===== src/rtl/usb_tx_pkg.sv =====
package usb_tx_pkg;

  // Encoder FSM states, one-hot
  typedef enum logic [9:0] {
    TX_IDLE = 10'h001,
    TX_XPID = 10'h002,
    TX_DATA = 10'h004,
    TX_CRC0 = 10'h008,
    TX_CRC1 = 10'h010,
    TX_LAST = 10'h020,
    TX_DONE = 10'h040,
    TX_INIT = 10'h080,
    TX_REGW = 10'h100,
    TX_STOP = 10'h200
  } tx_state_t;

  // ULPI command prefixes, bits [7:6] of the command byte
  localparam logic [1:0] ULPI_CMD_TX = 2'b01;
  localparam logic [1:0] ULPI_CMD_REGW = 2'b10;

  // Transmit command without a PID, starts a chirp
  localparam logic [7:0] ULPI_NOPID = 8'h40;

  // USB PIDs, lower nibble only
  localparam logic [3:0] PID_ACK = 4'b0010;
  localparam logic [3:0] PID_NAK = 4'b1010;
  localparam logic [3:0] PID_DATA0 = 4'b0011;
  localparam logic [3:0] PID_DATA1 = 4'b1011;

  // Line state of an end of packet
  localparam logic [1:0] LS_SE0 = 2'b00;

  // CRC16 over x^16 + x^15 + x^2 + 1, data bits enter LSB first
  localparam logic [15:0] CRC16_INIT = 16'hffff;
  localparam logic [15:0] CRC16_POLY = 16'h8005;

  // Start-up sequence: register writes, then one NOPID, then done
  localparam int INIT_WRITES = 2;
  localparam int INIT_STEP_W = 2;
  localparam logic [INIT_STEP_W-1:0] INIT_STEP_NOPID = INIT_STEP_W'(INIT_WRITES);
  localparam logic [INIT_STEP_W-1:0] INIT_STEP_DONE = INIT_STEP_NOPID + 1'b1;

  // Fold one byte into the residue, LSB of the byte first
  function automatic logic [15:0] crc16_step(input logic [7:0] data,
                                             input logic [15:0] crc);
    logic [15:0] c;
    logic fb;
    c = crc;
    for (int i = 0; i < 8; i++) begin
      fb = c[15] ^ data[i];
      c = {c[14:0], 1'b0};
      if (fb) begin
        c = c ^ CRC16_POLY;
      end
    end
    return c;
  endfunction

  // Register address of each start-up write
  function automatic logic [7:0] init_addr(input logic [INIT_STEP_W-1:0] idx);
    case (idx)
      2'd0: return 8'h04;  // Function control
      2'd1: return 8'h0a;  // OTG control
      default: return 8'h00;
    endcase
  endfunction

  // Register value of each start-up write
  function automatic logic [7:0] init_data(input logic [INIT_STEP_W-1:0] idx);
    case (idx)
      // SuspendM set, OpMode chirp, HS transceiver
      2'd0: return 8'h50;
      // DP and DM pull-downs on
      2'd1: return 8'h06;
      default: return 8'h00;
    endcase
  endfunction

endpackage

===== src/rtl/ulpi_link_tx.sv =====
`timescale 1ns/1ns
module ulpi_link_tx (
  input  logic       clock,
  input  logic       reset,
  input  logic [1:0] line_state_i,
  input  logic       hsk_send_i,
  input  logic       s_valid_i,
  input  logic       s_keep_i,
  input  logic       s_last_i,
  input  logic [3:0] s_pid_i,
  input  logic [7:0] s_data_i,
  input  logic       ulpi_dir_i,
  input  logic       ulpi_nxt_i,
  output logic       s_ready_o,
  output logic       usb_busy_o,
  output logic       usb_done_o,
  output logic       init_done_o,
  output logic       ulpi_stp_o,
  output logic [7:0] ulpi_data_o
);

  // Sequencer to encoder requests
  logic       phy_write;
  logic       phy_nopid;
  logic [7:0] phy_addr;
  logic [7:0] phy_data;
  logic       phy_done;

  usb_tx_pkg::tx_state_t enc_state;

  phy_init_sequencer u_seq (
    .clock       (clock),
    .reset       (reset),
    .phy_done_i  (phy_done),
    .phy_write_o (phy_write),
    .phy_nopid_o (phy_nopid),
    .phy_addr_o  (phy_addr),
    .phy_data_o  (phy_data),
    .init_done_o (init_done_o)
  );

  // Packets only once the PHY is set up
  ulpi_encoder u_enc (
    .clock        (clock),
    .reset        (reset),
    .high_speed_i (init_done_o),
    .line_state_i (line_state_i),
    .phy_write_i  (phy_write),
    .phy_nopid_i  (phy_nopid),
    .phy_addr_i   (phy_addr),
    .phy_data_i   (phy_data),
    .hsk_send_i   (hsk_send_i),
    .s_valid_i    (s_valid_i),
    .s_keep_i     (s_keep_i),
    .s_last_i     (s_last_i),
    .s_pid_i      (s_pid_i),
    .s_data_i     (s_data_i),
    .ulpi_dir_i   (ulpi_dir_i),
    .ulpi_nxt_i   (ulpi_nxt_i),
    .phy_done_o   (phy_done),
    .usb_busy_o   (usb_busy_o),
    .usb_done_o   (usb_done_o),
    .s_ready_o    (s_ready_o),
    .enc_state_o  (enc_state),
    .ulpi_stp_o   (ulpi_stp_o),
    .ulpi_data_o  (ulpi_data_o)
  );

  // No register traffic once start-up has finished
  a_no_regw_after_init: assert property (
    @(posedge clock) disable iff (reset)
    init_done_o |-> enc_state != usb_tx_pkg::TX_REGW && enc_state != usb_tx_pkg::TX_INIT
  );

endmodule


===== src/rtl/phy_init_sequencer.sv =====
`timescale 1ns/1ns
module phy_init_sequencer (
  input  logic       clock,
  input  logic       reset,
  input  logic       phy_done_i,
  output logic       phy_write_o,
  output logic       phy_nopid_o,
  output logic [7:0] phy_addr_o,
  output logic [7:0] phy_data_o,
  output logic       init_done_o
);

  // Writes first, then the NOPID step, then done
  logic [usb_tx_pkg::INIT_STEP_W-1:0] step_q;

  always_ff @(posedge clock) begin
    if (reset) begin
      step_q <= '0;
    end else if (phy_done_i && !init_done_o) begin
      step_q <= step_q + 1'b1;
    end
  end

  // Request is a level, held until the encoder answers
  assign phy_write_o = step_q < usb_tx_pkg::INIT_STEP_NOPID;
  assign phy_nopid_o = step_q == usb_tx_pkg::INIT_STEP_NOPID;
  assign init_done_o = step_q == usb_tx_pkg::INIT_STEP_DONE;

  // Table lookup for the current write
  assign phy_addr_o = usb_tx_pkg::init_addr(step_q);
  assign phy_data_o = usb_tx_pkg::init_data(step_q);

  // Encoder only answers an open request
  a_done_has_request: assert property (
    @(posedge clock) disable iff (reset)
    phy_done_i |-> phy_write_o || phy_nopid_o
  );

endmodule


===== src/rtl/ulpi_encoder.sv =====
`timescale 1ns/1ns
module ulpi_encoder (
  input  logic                  clock,
  input  logic                  reset,
  input  logic                  high_speed_i,
  input  logic [1:0]            line_state_i,
  input  logic                  phy_write_i,
  input  logic                  phy_nopid_i,
  input  logic [7:0]            phy_addr_i,
  input  logic [7:0]            phy_data_i,
  input  logic                  hsk_send_i,
  input  logic                  s_valid_i,
  input  logic                  s_keep_i,
  input  logic                  s_last_i,
  input  logic [3:0]            s_pid_i,
  input  logic [7:0]            s_data_i,
  input  logic                  ulpi_dir_i,
  input  logic                  ulpi_nxt_i,
  output logic                  phy_done_o,
  output logic                  usb_busy_o,
  output logic                  usb_done_o,
  output logic                  s_ready_o,
  output usb_tx_pkg::tx_state_t enc_state_o,
  output logic                  ulpi_stp_o,
  output logic [7:0]            ulpi_data_o
);

  usb_tx_pkg::tx_state_t state_q;

  logic dir_q;
  logic frozen;
  logic phy_done_q;
  logic usb_done_q;

  // TX CMD byte carrying the PID
  logic [7:0] tx_cmd;

  // Loader channels
  logic       ld_s_valid;
  logic       ld_s_ready;
  logic       ld_s_last;
  logic [7:0] ld_s_data;
  logic       ld_t_valid;
  logic       ld_t_ready;
  logic       ld_t_last;
  logic [7:0] ld_t_data;
  logic       ld_m_valid;
  logic       ld_m_ready;
  logic       ld_m_last;
  logic [7:0] ld_m_data;

  logic        crc_clear;
  logic        crc_valid;
  logic [15:0] crc;

  // PHY owns the bus while dir is high, plus one turnaround cycle
  assign frozen = ulpi_dir_i || dir_q;

  assign tx_cmd = {usb_tx_pkg::ULPI_CMD_TX, 2'b00, s_pid_i};

  assign enc_state_o = state_q;
  assign usb_busy_o = state_q != usb_tx_pkg::TX_IDLE;
  assign phy_done_o = phy_done_q;
  assign usb_done_o = usb_done_q;

  assign ld_m_ready = ulpi_nxt_i && !frozen;
  assign ulpi_stp_o = ld_m_last;
  // NOOP (all zero) when nothing is queued
  assign ulpi_data_o = ld_m_valid ? ld_m_data : 8'h00;

  // CRC covers every kept byte taken from the source
  assign crc_clear = state_q == usb_tx_pkg::TX_IDLE;
  assign crc_valid = s_valid_i && s_ready_o && s_keep_i;

  always_ff @(posedge clock) begin
    if (reset) begin
      dir_q <= 1'b0;
    end else begin
      dir_q <= ulpi_dir_i;
    end
  end

  // Byte selection for the loader
  always_comb begin
    ld_s_valid = 1'b0;
    ld_s_last = 1'b0;
    ld_s_data = 8'h00;
    ld_t_valid = 1'b0;
    ld_t_last = 1'b0;
    ld_t_data = 8'h00;
    s_ready_o = 1'b0;
    if (!frozen) begin
      case (state_q)
        usb_tx_pkg::TX_XPID: begin
          // TX CMD, with the first byte or the stp marker behind it
          ld_s_valid = ld_t_ready && (hsk_send_i || s_valid_i);
          ld_s_data = tx_cmd;
          ld_t_valid = ld_t_ready && (hsk_send_i || s_valid_i && s_keep_i);
          ld_t_last = hsk_send_i;
          ld_t_data = hsk_send_i ? 8'h00 : s_data_i;
          s_ready_o = ld_t_ready && !hsk_send_i;
        end
        usb_tx_pkg::TX_DATA: begin
          // A beat with keep low only ends the packet
          ld_s_valid = s_valid_i && s_keep_i;
          ld_s_data = s_data_i;
          s_ready_o = ld_s_ready;
        end
        usb_tx_pkg::TX_CRC0: begin
          ld_s_valid = 1'b1;
          ld_s_data = crc[7:0];
        end
        usb_tx_pkg::TX_CRC1: begin
          ld_s_valid = 1'b1;
          ld_s_data = crc[15:8];
        end
        usb_tx_pkg::TX_LAST, usb_tx_pkg::TX_REGW: begin
          // stp marker
          ld_s_valid = 1'b1;
          ld_s_last = 1'b1;
        end
        usb_tx_pkg::TX_INIT: begin
          // Register write command plus value, or a bare NOPID
          ld_s_valid = ld_t_ready && (phy_write_i || phy_nopid_i);
          ld_s_data = phy_write_i ? {usb_tx_pkg::ULPI_CMD_REGW, phy_addr_i[5:0]} :
                                    usb_tx_pkg::ULPI_NOPID;
          ld_t_valid = ld_t_ready && phy_write_i;
          ld_t_data = phy_data_i;
        end
        default: begin
        end
      endcase
    end
  end

  // Transmit FSM
  always_ff @(posedge clock) begin
    if (reset) begin
      state_q <= usb_tx_pkg::TX_IDLE;
      phy_done_q <= 1'b0;
      usb_done_q <= 1'b0;
    end else begin
      phy_done_q <= 1'b0;
      usb_done_q <= 1'b0;
      if (!frozen) begin
        case (state_q)
          usb_tx_pkg::TX_IDLE: begin
            if (!high_speed_i) begin
              // Skip the request just answered, it drops next cycle
              if ((phy_write_i || phy_nopid_i) && !phy_done_q) begin
                state_q <= usb_tx_pkg::TX_INIT;
              end
            end else if (hsk_send_i || s_valid_i) begin
              state_q <= usb_tx_pkg::TX_XPID;
            end
          end
          usb_tx_pkg::TX_XPID: begin
            if (ld_t_ready) begin
              if (hsk_send_i) begin
                state_q <= usb_tx_pkg::TX_STOP;
              end else if (s_valid_i) begin
                state_q <= s_keep_i && !s_last_i ? usb_tx_pkg::TX_DATA :
                                                   usb_tx_pkg::TX_CRC0;
              end
            end
          end
          usb_tx_pkg::TX_DATA: begin
            if (s_valid_i && ld_s_ready && (s_last_i || !s_keep_i)) begin
              state_q <= usb_tx_pkg::TX_CRC0;
            end
          end
          usb_tx_pkg::TX_CRC0: begin
            if (ld_s_ready) begin
              state_q <= usb_tx_pkg::TX_CRC1;
            end
          end
          usb_tx_pkg::TX_CRC1: begin
            if (ld_s_ready) begin
              state_q <= usb_tx_pkg::TX_LAST;
            end
          end
          usb_tx_pkg::TX_LAST, usb_tx_pkg::TX_REGW: begin
            if (ld_s_ready) begin
              state_q <= usb_tx_pkg::TX_STOP;
            end
          end
          usb_tx_pkg::TX_STOP: begin
            // Wait for stp on the bus
            if (ulpi_stp_o) begin
              state_q <= high_speed_i ? usb_tx_pkg::TX_DONE : usb_tx_pkg::TX_IDLE;
              phy_done_q <= !high_speed_i;
            end
          end
          usb_tx_pkg::TX_DONE: begin
            // EOP seen on the line
            if (line_state_i == usb_tx_pkg::LS_SE0) begin
              state_q <= usb_tx_pkg::TX_IDLE;
              usb_done_q <= 1'b1;
            end
          end
          usb_tx_pkg::TX_INIT: begin
            if (!phy_write_i && !phy_nopid_i) begin
              state_q <= usb_tx_pkg::TX_IDLE;
            end else if (ld_t_ready) begin
              state_q <= usb_tx_pkg::TX_REGW;
            end
          end
          default: begin
            state_q <= usb_tx_pkg::TX_IDLE;
          end
        endcase
      end
    end
  end

  usb_crc16 u_crc (
    .clock   (clock),
    .reset   (reset),
    .clear_i (crc_clear),
    .valid_i (crc_valid),
    .data_i  (s_data_i),
    .crc_o   (crc)
  );

  ulpi_skid_loader u_skid (
    .clock     (clock),
    .reset     (reset),
    .s_valid_i (ld_s_valid),
    .s_last_i  (ld_s_last),
    .s_data_i  (ld_s_data),
    .t_valid_i (ld_t_valid),
    .t_last_i  (ld_t_last),
    .t_data_i  (ld_t_data),
    .m_ready_i (ld_m_ready),
    .s_ready_o (ld_s_ready),
    .t_ready_o (ld_t_ready),
    .m_valid_o (ld_m_valid),
    .m_last_o  (ld_m_last),
    .m_data_o  (ld_m_data)
  );

  a_state_onehot: assert property (
    @(posedge clock) disable iff (reset) $onehot(enc_state_o)
  );

endmodule


===== src/rtl/ulpi_skid_loader.sv =====
`timescale 1ns/1ns
module ulpi_skid_loader (
  input  logic       clock,
  input  logic       reset,
  input  logic       s_valid_i,
  input  logic       s_last_i,
  input  logic [7:0] s_data_i,
  input  logic       t_valid_i,
  input  logic       t_last_i,
  input  logic [7:0] t_data_i,
  input  logic       m_ready_i,
  output logic       s_ready_o,
  output logic       t_ready_o,
  output logic       m_valid_o,
  output logic       m_last_o,
  output logic [7:0] m_data_o
);

  // Output register, seen on the ULPI bus
  logic       m_valid_q;
  logic       m_last_q;
  logic [7:0] m_data_q;

  // Overflow register, loaded by back-pressure or directly through t
  logic       x_valid_q;
  logic       x_last_q;
  logic [7:0] x_data_q;

  logic out_free;
  logic flush;

  // Output can take a new byte this cycle
  assign out_free = !m_valid_q || m_ready_i;

  // stp is on the bus for one cycle, then both slots empty
  assign flush = m_valid_q && m_last_q;

  assign s_ready_o = !x_valid_q;
  // Direct load needs s to go straight to the output
  assign t_ready_o = !x_valid_q && out_free;

  assign m_valid_o = m_valid_q;
  assign m_last_o = m_last_q;
  assign m_data_o = m_data_q;

  always_ff @(posedge clock) begin
    if (reset || flush) begin
      m_valid_q <= 1'b0;
      m_last_q <= 1'b0;
      x_valid_q <= 1'b0;
      x_last_q <= 1'b0;
    end else if (out_free) begin
      if (x_valid_q) begin
        // Drain the overflow slot first
        m_valid_q <= 1'b1;
        m_last_q <= x_last_q;
        x_valid_q <= 1'b0;
        x_last_q <= 1'b0;
      end else begin
        // s to the output, t behind it
        m_valid_q <= s_valid_i;
        m_last_q <= s_valid_i && s_last_i;
        x_valid_q <= t_valid_i;
        x_last_q <= t_valid_i && t_last_i;
      end
    end else if (s_valid_i && !x_valid_q) begin
      // Output stalled, park s
      x_valid_q <= 1'b1;
      x_last_q <= s_last_i;
    end
  end

  // Payload follows the same paths, valid bits qualify it
  always_ff @(posedge clock) begin
    if (out_free) begin
      m_data_q <= x_valid_q ? x_data_q : s_data_i;
    end
    if (!x_valid_q) begin
      x_data_q <= out_free ? t_data_i : s_data_i;
    end
  end

  // PHY sees a held byte until nxt
  a_hold_while_stalled: assert property (
    @(posedge clock) disable iff (reset)
    m_valid_o && !m_ready_i |=> $stable(m_data_o)
  );

endmodule


===== src/rtl/usb_crc16.sv =====
`timescale 1ns/1ns
module usb_crc16 (
  input  logic        clock,
  input  logic        reset,
  input  logic        clear_i,
  input  logic        valid_i,
  input  logic [7:0]  data_i,
  output logic [15:0] crc_o
);

  // Running residue, MSB-first form
  logic [15:0] crc_q;

  always_ff @(posedge clock) begin
    if (reset || clear_i) begin
      crc_q <= usb_tx_pkg::CRC16_INIT;
    end else if (valid_i) begin
      crc_q <= usb_tx_pkg::crc16_step(data_i, crc_q);
    end
  end

  // Wire order is LSB first, so reverse the bits and invert
  always_comb begin
    for (int i = 0; i < 16; i++) begin
      crc_o[i] = ~crc_q[15-i];
    end
  end

  // The encoder only clears while idle, never during a byte
  a_no_clear_on_byte: assert property (
    @(posedge clock) disable iff (reset) !(valid_i && clear_i)
  );

endmodule


===== config.mk =====
export PLATFORM = sky130hd
export DESIGN_NAME = ulpi_link_tx
export DESIGN_NICKNAME = d
export VERILOG_FILES = /design/src/rtl/usb_tx_pkg.sv /design/src/rtl/ulpi_link_tx.sv /design/src/rtl/phy_init_sequencer.sv /design/src/rtl/ulpi_encoder.sv /design/src/rtl/ulpi_skid_loader.sv /design/src/rtl/usb_crc16.sv
export SDC_FILE = /design/constraint.sdc
export NUM_CORES = 1
export LEC_CHECK = 0
export BUFFER_PORTS_ARGS = -buffer_cell sky130_fd_sc_hd__buf_4
export CAP_MARGIN = 20
export CORE_MARGIN = 4
export CORE_UTILIZATION = 59
export DETAILED_ROUTE_END_ITERATION = 10
export PLACE_DENSITY = 0.82
export SKIP_LAST_GASP = 1
export SYNTH_ARGS = -nofsm -noshare
export SYNTH_HDL_FRONTEND = slang
export SYNTH_SLANG_ARGS = --single-unit

===== constraint.sdc =====
create_clock -name clock -period 2.85 [get_ports clock]
set_input_delay 0 -clock clock [delete_from_list [all_inputs] [get_ports clock]]
set_output_delay 0 -clock clock [all_outputs]
set_load 0.005 [all_outputs]

==> metrics <==
outcome=completed; first-pass GRT wire length=12.9 mm; switch share=0.252; total CTS buffers=5; Levels on crit path=6; Storage cell area=1180 µm²; RSZ-0062 raised after global routing=false; Clock Tree Buf Depth=2; post-synthesis cell type count=60; post-synthesis sequential area ratio=0.382; width of the chip=80.4 µm; crit share post-route=0.911; DRT antenna net count=0; register share of total power=0.517; Syn Nets=367; Rel. slew slack=0.490; clk sink count=51; I/O pins=35; pre-CTS setup slack=0.252 ns; fillers=411; antenna violations before repair=0; post-DP HPWL=5.67 mm; routed len/inst=16.9 µm; Total Neg Setup Slack=0 ns; vias in the first global route=2644; Worst-Skew Late Latency=0.31 ns; M2 GR Usage=0.405; core area=5110 µm²; Syn. warnings=0; Startpoint Class=flop; WL final=7.57 mm; Critical Path Sink Type=flop; R2R depth=6; post-CTS sizing=0; syn avg cell area=9.03 µm²; fraction of layout cells with a size suffix above 1=0.175; Buffers & Inverters on Critical Path=0; peak supply drop=0.187 mV; clk root buf=clkbuf_8; synth top area cells=dfxtp_1, edfxtp_1, xnor2_1, nor2_1, mux2i_1; NetSw=376 µW; CP delay by family, top=simple AND/OR/NAND/NOR gates; Critical Path AT=2.80 ns; max cap viols=0; Via-to-Cell Ratio=6.27; Pre-antenna DRT Iters=5; slowest CP cell=dfxtp_1; most frequent cells in the layout=buf_4, nor2_1, dfxtp_1; GRT Overall Usage=0.253; main flop type after synthesis=dfxtp_1; Placer Congestion=0.886; CTS H-tree lvls=2; GR peak layer=met2; HP Class=in -> reg; Setup violations, final=0; Worst-Margin Slew=0.760 ns; antenna diode count=0; Logic pwr share=0.140; initial DRC count=263; Die H=80.4 µm; PortBufs=34; drt drc=0; number of synthesized flops with an enable pin=16; crit-path max FO=26; endpoints failing hold=0; Synth area leader=dfxtp_1; Pwr Density=418 nW/µm²; Cell Rows=26; Leak=1.39 nW; GR Layer Usage met3=0.0583; hold path cells=3; Synth top area share=0.227; Worst Skew=0.00669 ns; Int Pwr=1.11 mW; grt met1 use=0.338; critical path cell sequence=nor4b_4 -> nand3_2 -> o32ai_2 -> nand4_4 -> mux2i_1 -> nand2_1; Layout Nets=402; asr flop ratio synth=0; critical path's largest stage delay=0.58 ns; vias=2807; type of the worst setup path=reg -> reg; Post-Syn Area=3090 µm²; Pins Over Slew Limit=0; global route overflow=0; largest net degree at the start of global routing=27; Initial Utilization=0.605; P&R area growth vs syn=15.3%; Fmax=385 MHz; Syn Inst Count=342; min Tclk post-route=2.60 ns; CTS tree=yes; CP required=3.05 ns; final worst slack=0.253 ns; commonest non-fill, non-tap cell in the layout=buf_4; Multi-input gate area=1770 µm²; Yosys reg bits=51; clk slew on worst S/H paths=0.09 ns; Die ar.=6460 µm²; Clk pwr share=0.343
## per-layer routing
layer / vias to the layer above / wire length, µm / share of wire
met4: 0 / 131 / 0.017
met1: 1358 / 3300 / 0.44
met3: 18 / 554 / 0.073
met5: - / 0 / 0
met2: 112 / 3590 / 0.47
li1: 1319 / - / -
## synthesized netlist by cell type (all sizes together), types with 10 or more instances
cell type	count
o211ai	11
a21oi	15
nand2	30
xnor2	18
mux2i	14
edfxtp	16
and2	10
dfxtp	35
clkbuf	12
nor2	38
nor3	11
## state kept, by name, indices dropped and copies added (netlist names)
| name | cells |
|---|---|
| u_enc.enc_state_o | 10 |
| u_seq.step_q | 2 |
| u_enc.u_skid.x_data_q | 8 |
| u_enc.u_skid.m_data_o | 8 |
| u_enc.u_skid.x_last_q | 1 |
| u_enc.usb_done_o | 1 |
| u_enc.u_skid.m_last_o | 1 |
| u_enc.dir_q | 1 |
| u_enc.u_crc.crc_q | 16 |
| u_enc.u_skid.x_valid_q | 1 |
| u_enc.u_skid.m_valid_o | 1 |
| u_enc.phy_done_o | 1 |
## path summary, 6_finish.rpt
path                                                          from                            endpoint  slack, ns
worst max-delay path             u_enc.enc_state_o[1]$_SDFFE_PP0P_  u_enc.u_crc.crc_q[10]$_SDFFE_PP1P_       0.25
worst max register to register   u_enc.enc_state_o[1]$_SDFFE_PP0P_  u_enc.u_crc.crc_q[10]$_SDFFE_PP1P_       0.25
worst min-delay path                                   s_data_i[5]  u_enc.u_skid.x_data_q[5]$_DFFE_PN_      0.007
worst min register to register  u_enc.u_skid.x_last_q$_SDFFE_PP0P_  u_enc.u_skid.m_last_o$_SDFFE_PP0N_       0.50
## kinds of logic after synthesis
group,count (synthesis),synth area share
simple gates,137,0.244
buf+inv,30,0.0445
xor+xnor,25,0.0798
fa+ha+maj,3,0.0122
compound gates,81,0.188
mux,15,0.0490
flops,51,0.382
## tightest hold or removal path, delay by kind of cell
| family | cells | cell delay (ns) |
|---|---|---|
| buf+inv | 1 | 0.10 |
| compound gates | 1 | 0.06 |
| simple gates | 1 | 0.04 |
## power by group through the flow
stage / clock (mW) / combinational (mW) / sequential (mW)
global route: 0.547 / 0.224 / 0.772
global placement: 0 / 0.194 / 0.785
detailed placement: 0 / 0.197 / 0.786
finish: 0.510 / 0.208 / 0.770
CTS: 0.516 / 0.202 / 0.769
floorplan: 0 / 0.144 / 0.774
## repair_timing
action / CTS / global route
endpoints found under the setup margin: 0 / 0
buffers inserted: 0 / 0
hold endpoints to repair: 13 / 0
hold buffers: 5 / 0
## stage by stage
stage / area, µm² / hold WS [ns] / utilization / power (mW) / std cells
global placement: 3390 / 0.174 / 0.664 / 0.979 / 434
floorplan: 3090 / 0.0770 / - / 0.919 / 342
global route: 3560 / 0.0267 / 0.697 / 1.54 / 448
finish: 3560 / 0.00684 / 0.697 / 1.49 / 448
CTS: 3550 / 0.00470 / 0.696 / 1.49 / 447
detailed placement: 3390 / 0.176 / 0.664 / 0.983 / 434
## final cells by class
cell class	count	area share
Multi-Input combinational cell	261	0.497
Tap cell	70	0.0246
Sequential cell	51	0.332
Timing Repair Buffer	48	0.105
Inverter	10	0.0105
Clock buffer	5	0.0193
Clock inverter	3	0.0119
No activity file was read; power rests on OpenSTA's default activity.
